==> src/rtl/dac_params.svh <==
`ifndef DAC_PARAMS_SVH
`define DAC_PARAMS_SVH

////////////////////////////////////////
// dac instruction geometry
////////////////////////////////////////

// one channel value, as the dac takes it
`define DAC_W_DATA	16

// channel number, the address MSB is reserved for broadcast
`define DAC_W_CHS	3

// channels on the part
`define DAC_N_CHAN	8

// prefix + command + address + data + feature
`define DAC_INSTR_W	32

`endif

==> src/rtl/dac_pkg.sv <==
package dac_pkg;

	////////////////////////////////////////
	// serial controller
	////////////////////////////////////////

	typedef enum logic [2:0] {
		st_idle,		// wait for a request
		st_sync_data,	// nsync low, write instruction loads next
		st_sync_ref,	// nsync low, reference instruction loads next
		st_tx,			// 32 bits out on sclk
		st_dac_done		// one-cycle done strobe
	} dac_state_t;

	// command nibble of the instruction
	typedef enum logic [3:0] {
		cmd_write_update	= 4'b0011,	// write selected register and update its output
		cmd_set_ref			= 4'b1001	// reference setup register
	} dac_cmd_t;

	////////////////////////////////////////
	// update sequencer
	////////////////////////////////////////

	typedef enum logic [1:0] {
		seq_idle,	// forward ref requests, wait for start
		seq_issue,	// data_valid for the current channel
		seq_wait	// wait for the controller's done
	} seq_state_t;

endpackage

==> src/rtl/dac_serial_controller.sv <==
`timescale 1ns/1ps

`include "dac_params.svh"

module dac_serial_controller (
	input  logic						clk_in,
	input  logic						reset_in,

	// requests from the sequencer
	input  logic						ref_set,		// set internal reference
	input  logic						data_valid,		// write + update one channel
	input  logic [`DAC_W_DATA-1:0]		data,
	input  logic [`DAC_W_CHS-1:0]		channel,

	// dac pins
	output logic						nldac_out,		// tied low, outputs follow the write
	output logic						nsync_out,		// frame, active low
	output logic						sclk_out,		// gated clk_in
	output logic						din_out,		// serial data, MSB first
	output logic						nclr_out,		// tied high, no clear

	// status
	output logic						dac_done_out,	// one pulse per operation
	output logic [`DAC_W_DATA-1:0]		data_out,		// last latched value
	output logic [`DAC_W_CHS-1:0]		channel_out		// last latched channel
);

	import dac_pkg::*;

	////////////////////////////////////////
	// instruction fields
	////////////////////////////////////////

	// write-update frame
	localparam logic [3:0] wr_prefix	= 4'b0000;
	localparam logic [3:0] wr_feature	= 4'b0000;

	// reference frame, internal reference always on
	localparam logic [3:0]	ref_prefix	= 4'b0000;
	localparam logic [3:0]	ref_addr	= 4'b0000;
	localparam logic [3:0]	ref_feature	= 4'b1010;
	localparam logic [15:0]	ref_data	= 16'h0000;

	localparam int unsigned tx_last = `DAC_INSTR_W - 1;	// counter value of the last bit

	dac_state_t					cur_state;
	dac_state_t					next_state;
	logic [5:0]					counter;		// cycles spent in the current state

	logic [`DAC_W_CHS:0]		address;		// msb stays 0, no broadcast
	logic [`DAC_W_DATA-1:0]		data_lat;
	logic [`DAC_INSTR_W-1:0]	data_instr;
	logic [`DAC_INSTR_W-1:0]	ref_instr;
	logic [`DAC_INSTR_W-1:0]	tx_data;		// shift register, bit 31 on the pin
	logic						sclk_en;

	////////////////////////////////////////
	// pins and status
	////////////////////////////////////////

	assign nclr_out		= 1'b1;
	assign nldac_out	= 1'b0;

	assign data_instr	= {wr_prefix, cmd_write_update, address, data_lat, wr_feature};
	assign ref_instr	= {ref_prefix, cmd_set_ref, ref_addr, ref_feature, ref_data};

	assign nsync_out	= (cur_state == st_idle);		// low for the whole operation
	assign sclk_out		= sclk_en ? clk_in : 1'b1;	// parks high between frames
	assign din_out		= tx_data[`DAC_INSTR_W-1];

	assign dac_done_out	= (cur_state == st_dac_done);
	assign data_out		= data_lat;
	assign channel_out	= address[`DAC_W_CHS-1:0];

	////////////////////////////////////////
	// datapath
	////////////////////////////////////////

	// clock gate enable, on for exactly the tx cycles
	always_ff @(posedge clk_in) begin
		if (reset_in) begin
			sclk_en <= 1'b0;
		end else if ((cur_state == st_sync_data) || (cur_state == st_sync_ref)) begin
			sclk_en <= 1'b1;
		end else if ((cur_state == st_tx) && (counter == tx_last[5:0])) begin
			sclk_en <= 1'b0;	// last bit done
		end
	end

	// latch channel and value when a write is accepted
	always_ff @(posedge clk_in) begin
		if (reset_in) begin
			data_lat	<= '0;
			address		<= '0;
		end else if ((cur_state == st_idle) && data_valid) begin
			data_lat	<= data;
			address		<= {1'b0, channel};
		end
	end

	// shift register
	always_ff @(posedge clk_in) begin
		if (reset_in) begin
			tx_data <= '0;
		end else begin
			case (cur_state)
				st_idle:		tx_data <= '0;		// din rests low
				st_sync_data:	tx_data <= data_instr;
				st_sync_ref:	tx_data <= ref_instr;
				st_tx:			tx_data <= tx_data << 1;
				default:		tx_data <= tx_data;
			endcase
		end
	end

	////////////////////////////////////////
	// state machine
	////////////////////////////////////////

	always_ff @(posedge clk_in) begin
		if (reset_in) begin
			cur_state <= st_idle;
		end else begin
			cur_state <= next_state;
		end
	end

	// restarts on every state change
	always_ff @(posedge clk_in) begin
		if (reset_in) begin
			counter <= '0;
		end else if (cur_state != next_state) begin
			counter <= '0;
		end else begin
			counter <= counter + 1'b1;	// free runs in idle, unused there
		end
	end

	always_comb begin
		next_state = cur_state;
		case (cur_state)
			st_idle: begin
				if (data_valid) begin
					next_state = st_sync_data;	// data wins a tie
				end else if (ref_set) begin
					next_state = st_sync_ref;
				end
			end
			st_sync_data:	next_state = st_tx;
			st_sync_ref:	next_state = st_tx;
			st_tx: begin
				if (counter == tx_last[5:0]) begin
					next_state = st_dac_done;
				end
			end
			st_dac_done:	next_state = st_idle;
			default:		next_state = st_idle;
		endcase
	end

endmodule

==> src/rtl/update_sequencer.sv <==
`timescale 1ns/1ps

`include "dac_params.svh"

module update_sequencer (
	input  logic					clk_in,
	input  logic					reset_in,

	// host side
	input  logic					wr_en,			// table write strobe
	input  logic [`DAC_W_CHS-1:0]	wr_channel,
	input  logic [`DAC_W_DATA-1:0]	wr_data,
	input  logic					start_in,		// one sweep over all channels
	input  logic					ref_set_in,		// reference request, held until forwarded

	// serial controller side
	input  logic					dac_done,
	output logic					data_valid,
	output logic [`DAC_W_DATA-1:0]	data,
	output logic [`DAC_W_CHS-1:0]	channel,
	output logic					ref_set,

	// status
	output logic					busy_out,		// sweep running
	output logic					sweep_done_out	// pulse after the last channel
);

	import dac_pkg::*;

	localparam logic [`DAC_W_CHS-1:0] last_chan = `DAC_W_CHS'(`DAC_N_CHAN - 1);

	seq_state_t				state;
	logic [`DAC_W_DATA-1:0]	chan_tab [`DAC_N_CHAN];	// host written values
	logic [`DAC_W_CHS-1:0]	chan_idx;
	logic					start_pend;
	logic					ref_pend;
	logic					ref_busy;		// seq_wait is closing a ref op
	logic					ref_fwd;		// ref request leaves this cycle
	logic					sweep_begin;

	// table read is live, late writes still make it out
	assign data_valid	= (state == seq_issue);
	assign data			= chan_tab[chan_idx];
	assign channel		= chan_idx;

	// ref goes first whenever idle
	assign ref_fwd		= (state == seq_idle) && ref_pend;
	assign sweep_begin	= (state == seq_idle) && !ref_pend && (start_in || start_pend);

	////////////////////////////////////////
	// value table
	////////////////////////////////////////

	always_ff @(posedge clk_in) begin
		if (reset_in) begin
			for (int i = 0; i < `DAC_N_CHAN; i++) begin
				chan_tab[i] <= '0;
			end
		end else if (wr_en) begin
			chan_tab[wr_channel] <= wr_data;
		end
	end

	////////////////////////////////////////
	// request flags
	////////////////////////////////////////

	always_ff @(posedge clk_in) begin
		if (reset_in) begin
			ref_pend	<= 1'b0;
			start_pend	<= 1'b0;
		end else begin
			ref_pend	<= (ref_pend && !ref_fwd) || ref_set_in;	// new pulse re-arms
			start_pend	<= (start_pend || (start_in && !busy_out)) && !sweep_begin;
		end
	end

	////////////////////////////////////////
	// sweep control
	////////////////////////////////////////

	always_ff @(posedge clk_in) begin
		if (reset_in) begin
			state			<= seq_idle;
			chan_idx		<= '0;
			ref_set			<= 1'b0;
			ref_busy		<= 1'b0;
			busy_out		<= 1'b0;
			sweep_done_out	<= 1'b0;
		end else begin
			ref_set			<= 1'b0;	// strobes default low
			sweep_done_out	<= 1'b0;
			case (state)
				seq_idle: begin
					if (ref_fwd) begin
						ref_set		<= 1'b1;
						ref_busy	<= 1'b1;
						state		<= seq_wait;
					end else if (sweep_begin) begin
						chan_idx	<= '0;
						busy_out	<= 1'b1;
						state		<= seq_issue;
					end
				end
				seq_issue: begin
					state <= seq_wait;	// data_valid was up for one cycle
				end
				seq_wait: begin
					if (dac_done) begin
						if (ref_busy) begin
							ref_busy	<= 1'b0;	// no sweep_done for ref ops
							state		<= seq_idle;
						end else if (chan_idx == last_chan) begin
							busy_out		<= 1'b0;
							sweep_done_out	<= 1'b1;
							state			<= seq_idle;
						end else begin
							chan_idx	<= chan_idx + 1'b1;
							state		<= seq_issue;
						end
					end
				end
				default: state <= seq_idle;
			endcase
		end
	end

endmodule

==> src/rtl/dac_subsystem.sv <==
`timescale 1ns/1ps

`include "dac_params.svh"

module dac_subsystem (
	input  logic					clk_in,
	input  logic					reset_in,

	// host
	input  logic					wr_en,
	input  logic [`DAC_W_CHS-1:0]	wr_channel,
	input  logic [`DAC_W_DATA-1:0]	wr_data,
	input  logic					start_in,
	input  logic					ref_set_in,

	// dac pins
	output logic					nldac_out,
	output logic					nsync_out,
	output logic					sclk_out,
	output logic					din_out,
	output logic					nclr_out,

	// status back to host
	output logic					dac_done_out,
	output logic [`DAC_W_DATA-1:0]	data_out,
	output logic [`DAC_W_CHS-1:0]	channel_out,
	output logic					busy_out,
	output logic					sweep_done_out
);

	////////////////////////////////////////
	// sequencer to controller
	////////////////////////////////////////

	logic					data_valid;
	logic [`DAC_W_DATA-1:0]	data;
	logic [`DAC_W_CHS-1:0]	channel;
	logic					ref_set;

	update_sequencer u_sequencer (
		.clk_in			(clk_in),
		.reset_in		(reset_in),
		.wr_en			(wr_en),
		.wr_channel		(wr_channel),
		.wr_data		(wr_data),
		.start_in		(start_in),
		.ref_set_in		(ref_set_in),
		.dac_done		(dac_done_out),		// closes each request
		.data_valid		(data_valid),
		.data			(data),
		.channel		(channel),
		.ref_set		(ref_set),
		.busy_out		(busy_out),
		.sweep_done_out	(sweep_done_out)
	);

	dac_serial_controller u_dac (
		.clk_in			(clk_in),
		.reset_in		(reset_in),
		.ref_set		(ref_set),
		.data_valid		(data_valid),
		.data			(data),
		.channel		(channel),
		.nldac_out		(nldac_out),
		.nsync_out		(nsync_out),
		.sclk_out		(sclk_out),
		.din_out		(din_out),
		.nclr_out		(nclr_out),
		.dac_done_out	(dac_done_out),
		.data_out		(data_out),
		.channel_out	(channel_out)
	);

endmodule

==> config.mk <==
export PLATFORM = sky130hd
export DESIGN_NAME = dac_subsystem
export DESIGN_NICKNAME = d
export VERILOG_FILES = /design/src/rtl/dac_pkg.sv /design/src/rtl/dac_serial_controller.sv /design/src/rtl/update_sequencer.sv /design/src/rtl/dac_subsystem.sv
export VERILOG_INCLUDE_DIRS = /design/src /design/src/rtl
export SDC_FILE = /design/constraint.sdc
export NUM_CORES = 1
export LEC_CHECK = 0
export BUFFER_PORTS_ARGS = -buffer_cell sky130_fd_sc_hd__clkbuf_2
export CORE_MARGIN = 2
export CORE_UTILIZATION = 45
export CTS_CLUSTER_SIZE = 10
export DETAILED_ROUTE_END_ITERATION = 10
export PLACE_DENSITY = 0.72
export REMOVE_ABC_BUFFERS = 1
export SYNTH_ARGS = -nofsm -noshare
export SYNTH_HDL_FRONTEND = slang
export SYNTH_SLANG_ARGS = --single-unit
==> constraint.sdc <==
create_clock -name clk_in -period 2.3 [get_ports clk_in]
set_clock_uncertainty 0.05 [all_clocks]
set_input_delay 0.46 -clock clk_in [delete_from_list [all_inputs] [get_ports clk_in]]
set_output_delay 0.46 -clock clk_in [all_outputs]
set_load 0.01 [all_outputs]
==> qor.txt, run 1 <==
Placement Rows = 50
Setup bufs post-CTS = 0
Crit Path Class = clk2out
GP Congestion = 0.777
RSZ-0062 raised after global routing = no
CP endpoint kind = output pin
Total gr overflow = 0
Critical Path Fanout Max = 2
Pwr Total = 7.76 mW
Full die area = 20200 um2
DP Wirelength = 12000 um
Nets = 725
Sequential cell area fraction in the yosys report = 60.6%
Net Sw Frac = 23.6%
CP Launch Type = clock port
Worst-Margin Slew = 1.09 ns
Endpoints failing hold = 0
Comb power frac = 8.3%
Diodes inserted = 0
Dominant cells by area after synthesis = edfxtp_1, dfxtp_1, and2_1
Cells after synthesis = 650
Post-synth EDFFs = 128
Number of antenna violations at the first check in global routing = 0
Ys Warns = 0
Run status = finished, final reports clean
CP Launch Point = clk_in
Post-placement cell count = 910
Pwr/cell area = 805 nW/um2
Non-Filler Instances = 944
Final TNS setup = 0 ns
Routed Antenna Nets = 0
Syn-to-layout area delta = 12.3%
Share of the synthesized area in the top cell type = 44.7%
Hold_buf cts = 0
Placed Area = 9020 um2
Final instance area = 9640 um2
GRT Total Usage = 19.1%
Clock Power Share = 39.0%
Commonest cells in the netlist = and2_1, edfxtp_1, dfxtp_1
Area of the core = 18700 um2
Vias per cell = 5.62
Mean Syn Cell Area = 13.2 um2
Clock latency on the worst-skew pair = 0.54 ns
R2R setup slack = 0.21 ns
Internal power = 5.93 mW
Initial core utilization = 45.9%
Synth async-reset ratio = 0%
DRT Wirelength = 18400 um
Worst vdd ir = 0.537 mV
CTS tree = done
FF+latch count, synth = 196
Number of port buffers = 48
Via count = 5306
Drt initial violations = 363
Drt pass-1 iters = 5
Sequential share of power = 52.7%
RR Endpoint = u_dac.data_out[6]
Most common cell in the synthesized netlist = and2_1
Worst EP arrival = 1.64 ns
Required time worst endpoint = 1.79 ns
Largest net degree at the start of global routing = 37
Vias in the first global route = 5406
DR WL/cell = 19.4 um
Io pins = 51
Critical Path End = sclk_out
Reg2reg path depth = 4
Die Ht = 142 um
Hold slack = 0.113 ns
Library cells used by synthesis = 58
Residual DRC = 0
Reg-to-reg startpoint = u_dac.cur_state[0]
Leakage Power = 3.49 nW
Min-Delay Path Class = in2reg
Final Setup Violations = 0
Die width = 142 um
Fin. max-slew vios = 0
Worst-path clk slew = 0.07 ns
Max-cap violations = 0
Post-CTS Resized = 0
Post-synth top flop = edfxtp_1
Switching power = 1.83 mW
Post-Syn Area = 8590 um2
First-pass GRT wire length = 28900 um
Yosys top cell by area = edfxtp_1
Fraction of layout cells with a size suffix above 1 = 25.1%
Slew headroom = 27.0%
-- logic make-up after synthesis --
family | synth area share (%)
compound gates | 5.48
mux | 10.5
fa+ha+maj | 0.437
buf+inv | 3.34
simple gates | 19.2
xor+xnor | 0.408
other cells | 0.0874
flops | 60.6
-- area by class of cell --
class / count / area, um2
clock inverters: 13 / 110
flip-flops and latches: 196 / 5210
well taps: 234 / 293
fillers: 1575 / 9060
clock buffers: 22 / 509
multi-input cells: 404 / 3100
inverters: 10 / 37.5
repair buffers: 65 / 383
-- how the worst min path moves through the flow --
| stage | startpoint | end | cells past startpoint |
|---|---|---|---|
| 2_1_floorplan | u_dac.tx_data[25] | u_dac.tx_data[25] | 2 |
| 3_3_place_gp | u_dac.tx_data[25] | u_dac.tx_data[25] | 2 |
| 3_5_place_dp | u_dac.tx_data[25] | u_dac.tx_data[25] | 2 |
| 4_1_cts | ref_set_in | u_sequencer.ref_pend | 3 |
| 5_1_grt | ref_set_in | u_sequencer.ref_pend | 3 |
| 6_report | ref_set_in | u_sequencer.ref_pend | 3 |
-- metal layers --
metal | part of all wire, % | global-route usage (%)
met2 | 48 | 30.5
met5 | 0 | 0
met3 | 6.8 | 5.85
met4 | 1.3 | 5.95
met1 | 44 | 25.2
-- through the flow --
stage                     setup slack, ns  utilization, %
final                               0.148            51.5
after detailed placement            0.176            48.2
after CTS                          0.0559            51.5
after global placement              0.277            48.2
after global routing               0.0218            51.5
after floorplan                   -0.0294               -
-- worst max-delay path, cell delays in order --
cell,delay [ns]
clkbuf_16,0.12
clkbuf_16,0.12
nand2b_1,0.13
clkbuf_2,0.12
-- cells in the final DEF (no fill, tap or decap), drive strengths merged, types with 2 or more instances in the layout --
cell type / count
nor3: 22
clkinvlp: 3
clkinv: 7
dfxtp: 68
or2: 9
or3: 5
xnor2: 2
clkbuf: 69
conb: 2
o22ai: 16
nand3b: 2
o211ai: 2
nor2b: 2
nand2: 16
ha: 3
nor3b: 6
and2: 129
a21oi: 22
o21ai: 5
nor2: 63
buf: 18
nand2b: 6
inv: 12
mux4: 32
mux2: 16
edfxtp: 128
and2b: 2
a22oi: 16
nand3: 7
xor2: 2
-- state kept, by name, indices dropped and copies added (netlist names), 2 cells and up --
name,count
u_dac.address,3
u_dac.counter,6
u_dac.cur_state,3
u_dac.data_out,16
u_dac.tx_data,28
u_sequencer.chan_tab,128
u_sequencer.channel,3
u_sequencer.state,2
-- power by group through the flow --
stage	Sequential (mW)	Combinational (mW)	Clock [mW]
4_1_cts	4.09	0.647	3.06
3_3_place_gp	4.15	0.624	0.0167
2_1_floorplan	4.15	0.376	0.0115
3_5_place_dp	4.17	0.644	0.0167
6_report	4.09	0.644	3.03
5_1_grt	4.12	0.708	3.19
Power figures use the tool's default switching activity.
==> run 2: changes to the inputs <==
Settings changed: REMOVE_ABC_BUFFERS 1 to not set.
==> run 2 against run 1 <==
Net effect:
- count of clock-buffer cells in the layout unchanged
- sequential share of layout area down 0.33 points
- die area unchanged
- cell count up 0.11%
- via count down 2.5%
- routed wire length down 2.0%
- largest power group unchanged
- highest routed layer unchanged
==> qor.txt, run 2 (synthesis gave the netlist of run 1 again) <==
DP Wirelength = 12000 um (-0.58%)
Period utilisation layout = 95.8%
DRT Wirelength = 18000 um (-2.0%)
Pre-CTS setup slack = 0.248 ns (+0.0718 ns)
Post-CTS Resized = 0 (unchanged)
CP max stage delay = 0.44 ns (+0.31 ns)
DR WL/cell = 19.0 um (-2.1%)
Clock Power Share = 40.7% (+1.7 points)
Worst vdd ir = 0.575 mV (+7.2%)
Max-cap violations = 0 (unchanged)
Die Ht = 142 um (unchanged)
Placement Rows = 50 (unchanged)
RSZ-0062 raised after global routing = no
Final min period = 2.20 ns
FMAX = 0.454 GHz
Initial core utilization = 45.9% (unchanged)
Total gr overflow = 0 (unchanged)
Largest net degree at the start of global routing = 49 (+32%)
Hold_buf cts = 0 (unchanged)
Leakage Power = 3.52 nW (+0.95%)
Most frequent cells in the layout = and2_1, edfxtp_1, dfxtp_1
Net Sw Frac = 23.1% (-0.57 points)
First-pass GRT wire length = 28400 um (-1.6%)
Die width = 142 um (unchanged)
Worst EP arrival = 1.69 ns (+0.05 ns)
Critical Path Fanout Max = 10 (+8)
Clock latency on the worst-skew pair = 0.55 ns (about the same)
Most common cell after layout, fill and taps aside = and2_1
Number of antenna violations at the first check in global routing = 0 (unchanged)
Flip-flop count of the largest register after layout = 128 (unchanged)
Final Setup Violations = 0 (unchanged)
Worst-path clk slew = 0.07 ns (about the same)
CP Launch Type = flip-flop
Mapped Nets = 677
Slew headroom = 56.7% (+30 points)
Crit Path Class = reg2out
CTS tree = done
Diodes inserted = 0 (unchanged)
Internal power = 6.15 mW (+3.8%)
Largest Register = u_sequencer.chan_tab
Final TNS setup = 0 ns (unchanged)
Io pins = 51 (unchanged)
Vias in the first global route = 5277 (-2.4%)
Fillers = 1567 (-0.51%)
Fin. max-slew vios = 0 (unchanged)
Final Core Density = 51.9% (+0.31 points)
Switching power = 1.84 mW (+0.53%)
Endpoints failing hold = 0 (unchanged)
Setup bufs post-CTS = 0 (unchanged)
Routed Antenna Nets = 0 (unchanged)
Final WS setup = 0.0972 ns (-0.0510 ns)
Nets = 725 (unchanged)
Drt initial violations = 348 (-4.1%)
Residual DRC = 0 (unchanged)
Vias per cell = 5.48 (-2.6%)
CP endpoint kind = output pin
Comb power frac = 8.1% (-0.2 points)
Full die area = 20200 um2 (unchanged)
Area of the core = 18700 um2 (unchanged)
Sequential share of power = 51.1% (-1.6 points)
Worst-Margin Slew = 0.642 ns (-0.449 ns)
Fraction of layout cells with a size suffix above 1 = 25.5% (+0.39 points)
GP Congestion = 0.761 (-2.0%)
CP Cell Sequence = nor2_2 > nand2_1 > inv_1 > clkbuf_2
Syn-to-layout area delta = 12.9%
Pwr/cell area = 825 nW/um2 (+2.4%)
Number of port buffers = 48 (unchanged)
Run status = finished, final reports clean
CP max-delay cell = dfxtp_1
Min-Delay Path Class = in2reg
GRT Total Usage = 18.8% (-0.28 points)
Via count = 5174 (-2.5%)
Required time worst endpoint = 1.79 ns (about the same)
Drt pass-1 iters = 4 (-1)
## run 2: cell count changes in the layout (fill, tap and decap cells not counted)
cell,change
buf_12,+1
buf_4,-1
bufinv_16,+2
clkinv_1,-2
clkinv_2,+3
clkinvlp_4,-1
inv_6,-1
nor2_2,+1
nor2_4,-1
## run 2: final cells by class
| cell class | count | area, um2 | share of cell area [%] |
|---|---|---|---|
| multi-input cells | 404 | 3100 | 31.9 |
| flip-flops and latches | 196 | 5210 | 53.7 |
| repair buffers | 65 | 395 | 4.08 |
| clock buffers | 22 | 509 | 5.25 |
| well taps | 234 | 293 | 3.02 |
| clock inverters | 14 | 161 | 1.66 |
| inverters | 10 | 37.5 | 0.387 |
## run 2: power groups by stage
stage	sequential (mW)	combinational [mW]	clock (mW)
after floorplan	4.12	0.453	0.0115
after global placement	4.15	0.619	0.0167
after detailed placement	4.17	0.648	0.0167
after CTS	4.09	0.654	3.30
after global routing	4.11	0.715	3.42
final	4.09	0.648	3.26
## run 2: final timing paths
kind | start | endpoint | slack (ns) | depth (start not counted)
hold reg to reg | u_dac.tx_data[25] | u_dac.tx_data[25] | 0.41 | 2
setup reg to reg | u_sequencer.channel[0] | u_dac.data_out[8] | 0.48 | 4
setup / recovery | u_dac.cur_state[0] | dac_done_out | 0.1 | 4
hold / removal | ref_set_in | u_sequencer.ref_pend | 0.1 | 3
## run 2: per-stage QoR
stage	std cells	instance area, um2	hold WS [ns]	power (mW)
floorplan	650	8590	0.377	4.59
global placement	910	9030	0.384	4.79
detailed placement	910	9030	0.396	4.83
CTS	945	9700	0.0741	8.05
global route	945	9700	0.0983	8.25
finish	945	9700	0.0975	8.00
## run 2: metal layers
| layer | wire length [um] | GRT usage [%] |
|---|---|---|
| met4 | 285 | 6.58 |
| met2 | 9010 | 31.0 |
| met1 | 7750 | 24.2 |
| met3 | 941 | 5.11 |
| met5 | 0 | 0 |
## run 2: critical path: cells and delay by family, from the launching register on
kind          cells  cell delay, ns
flops             1            0.44
buf+inv           2            0.21
simple gates      2            0.50
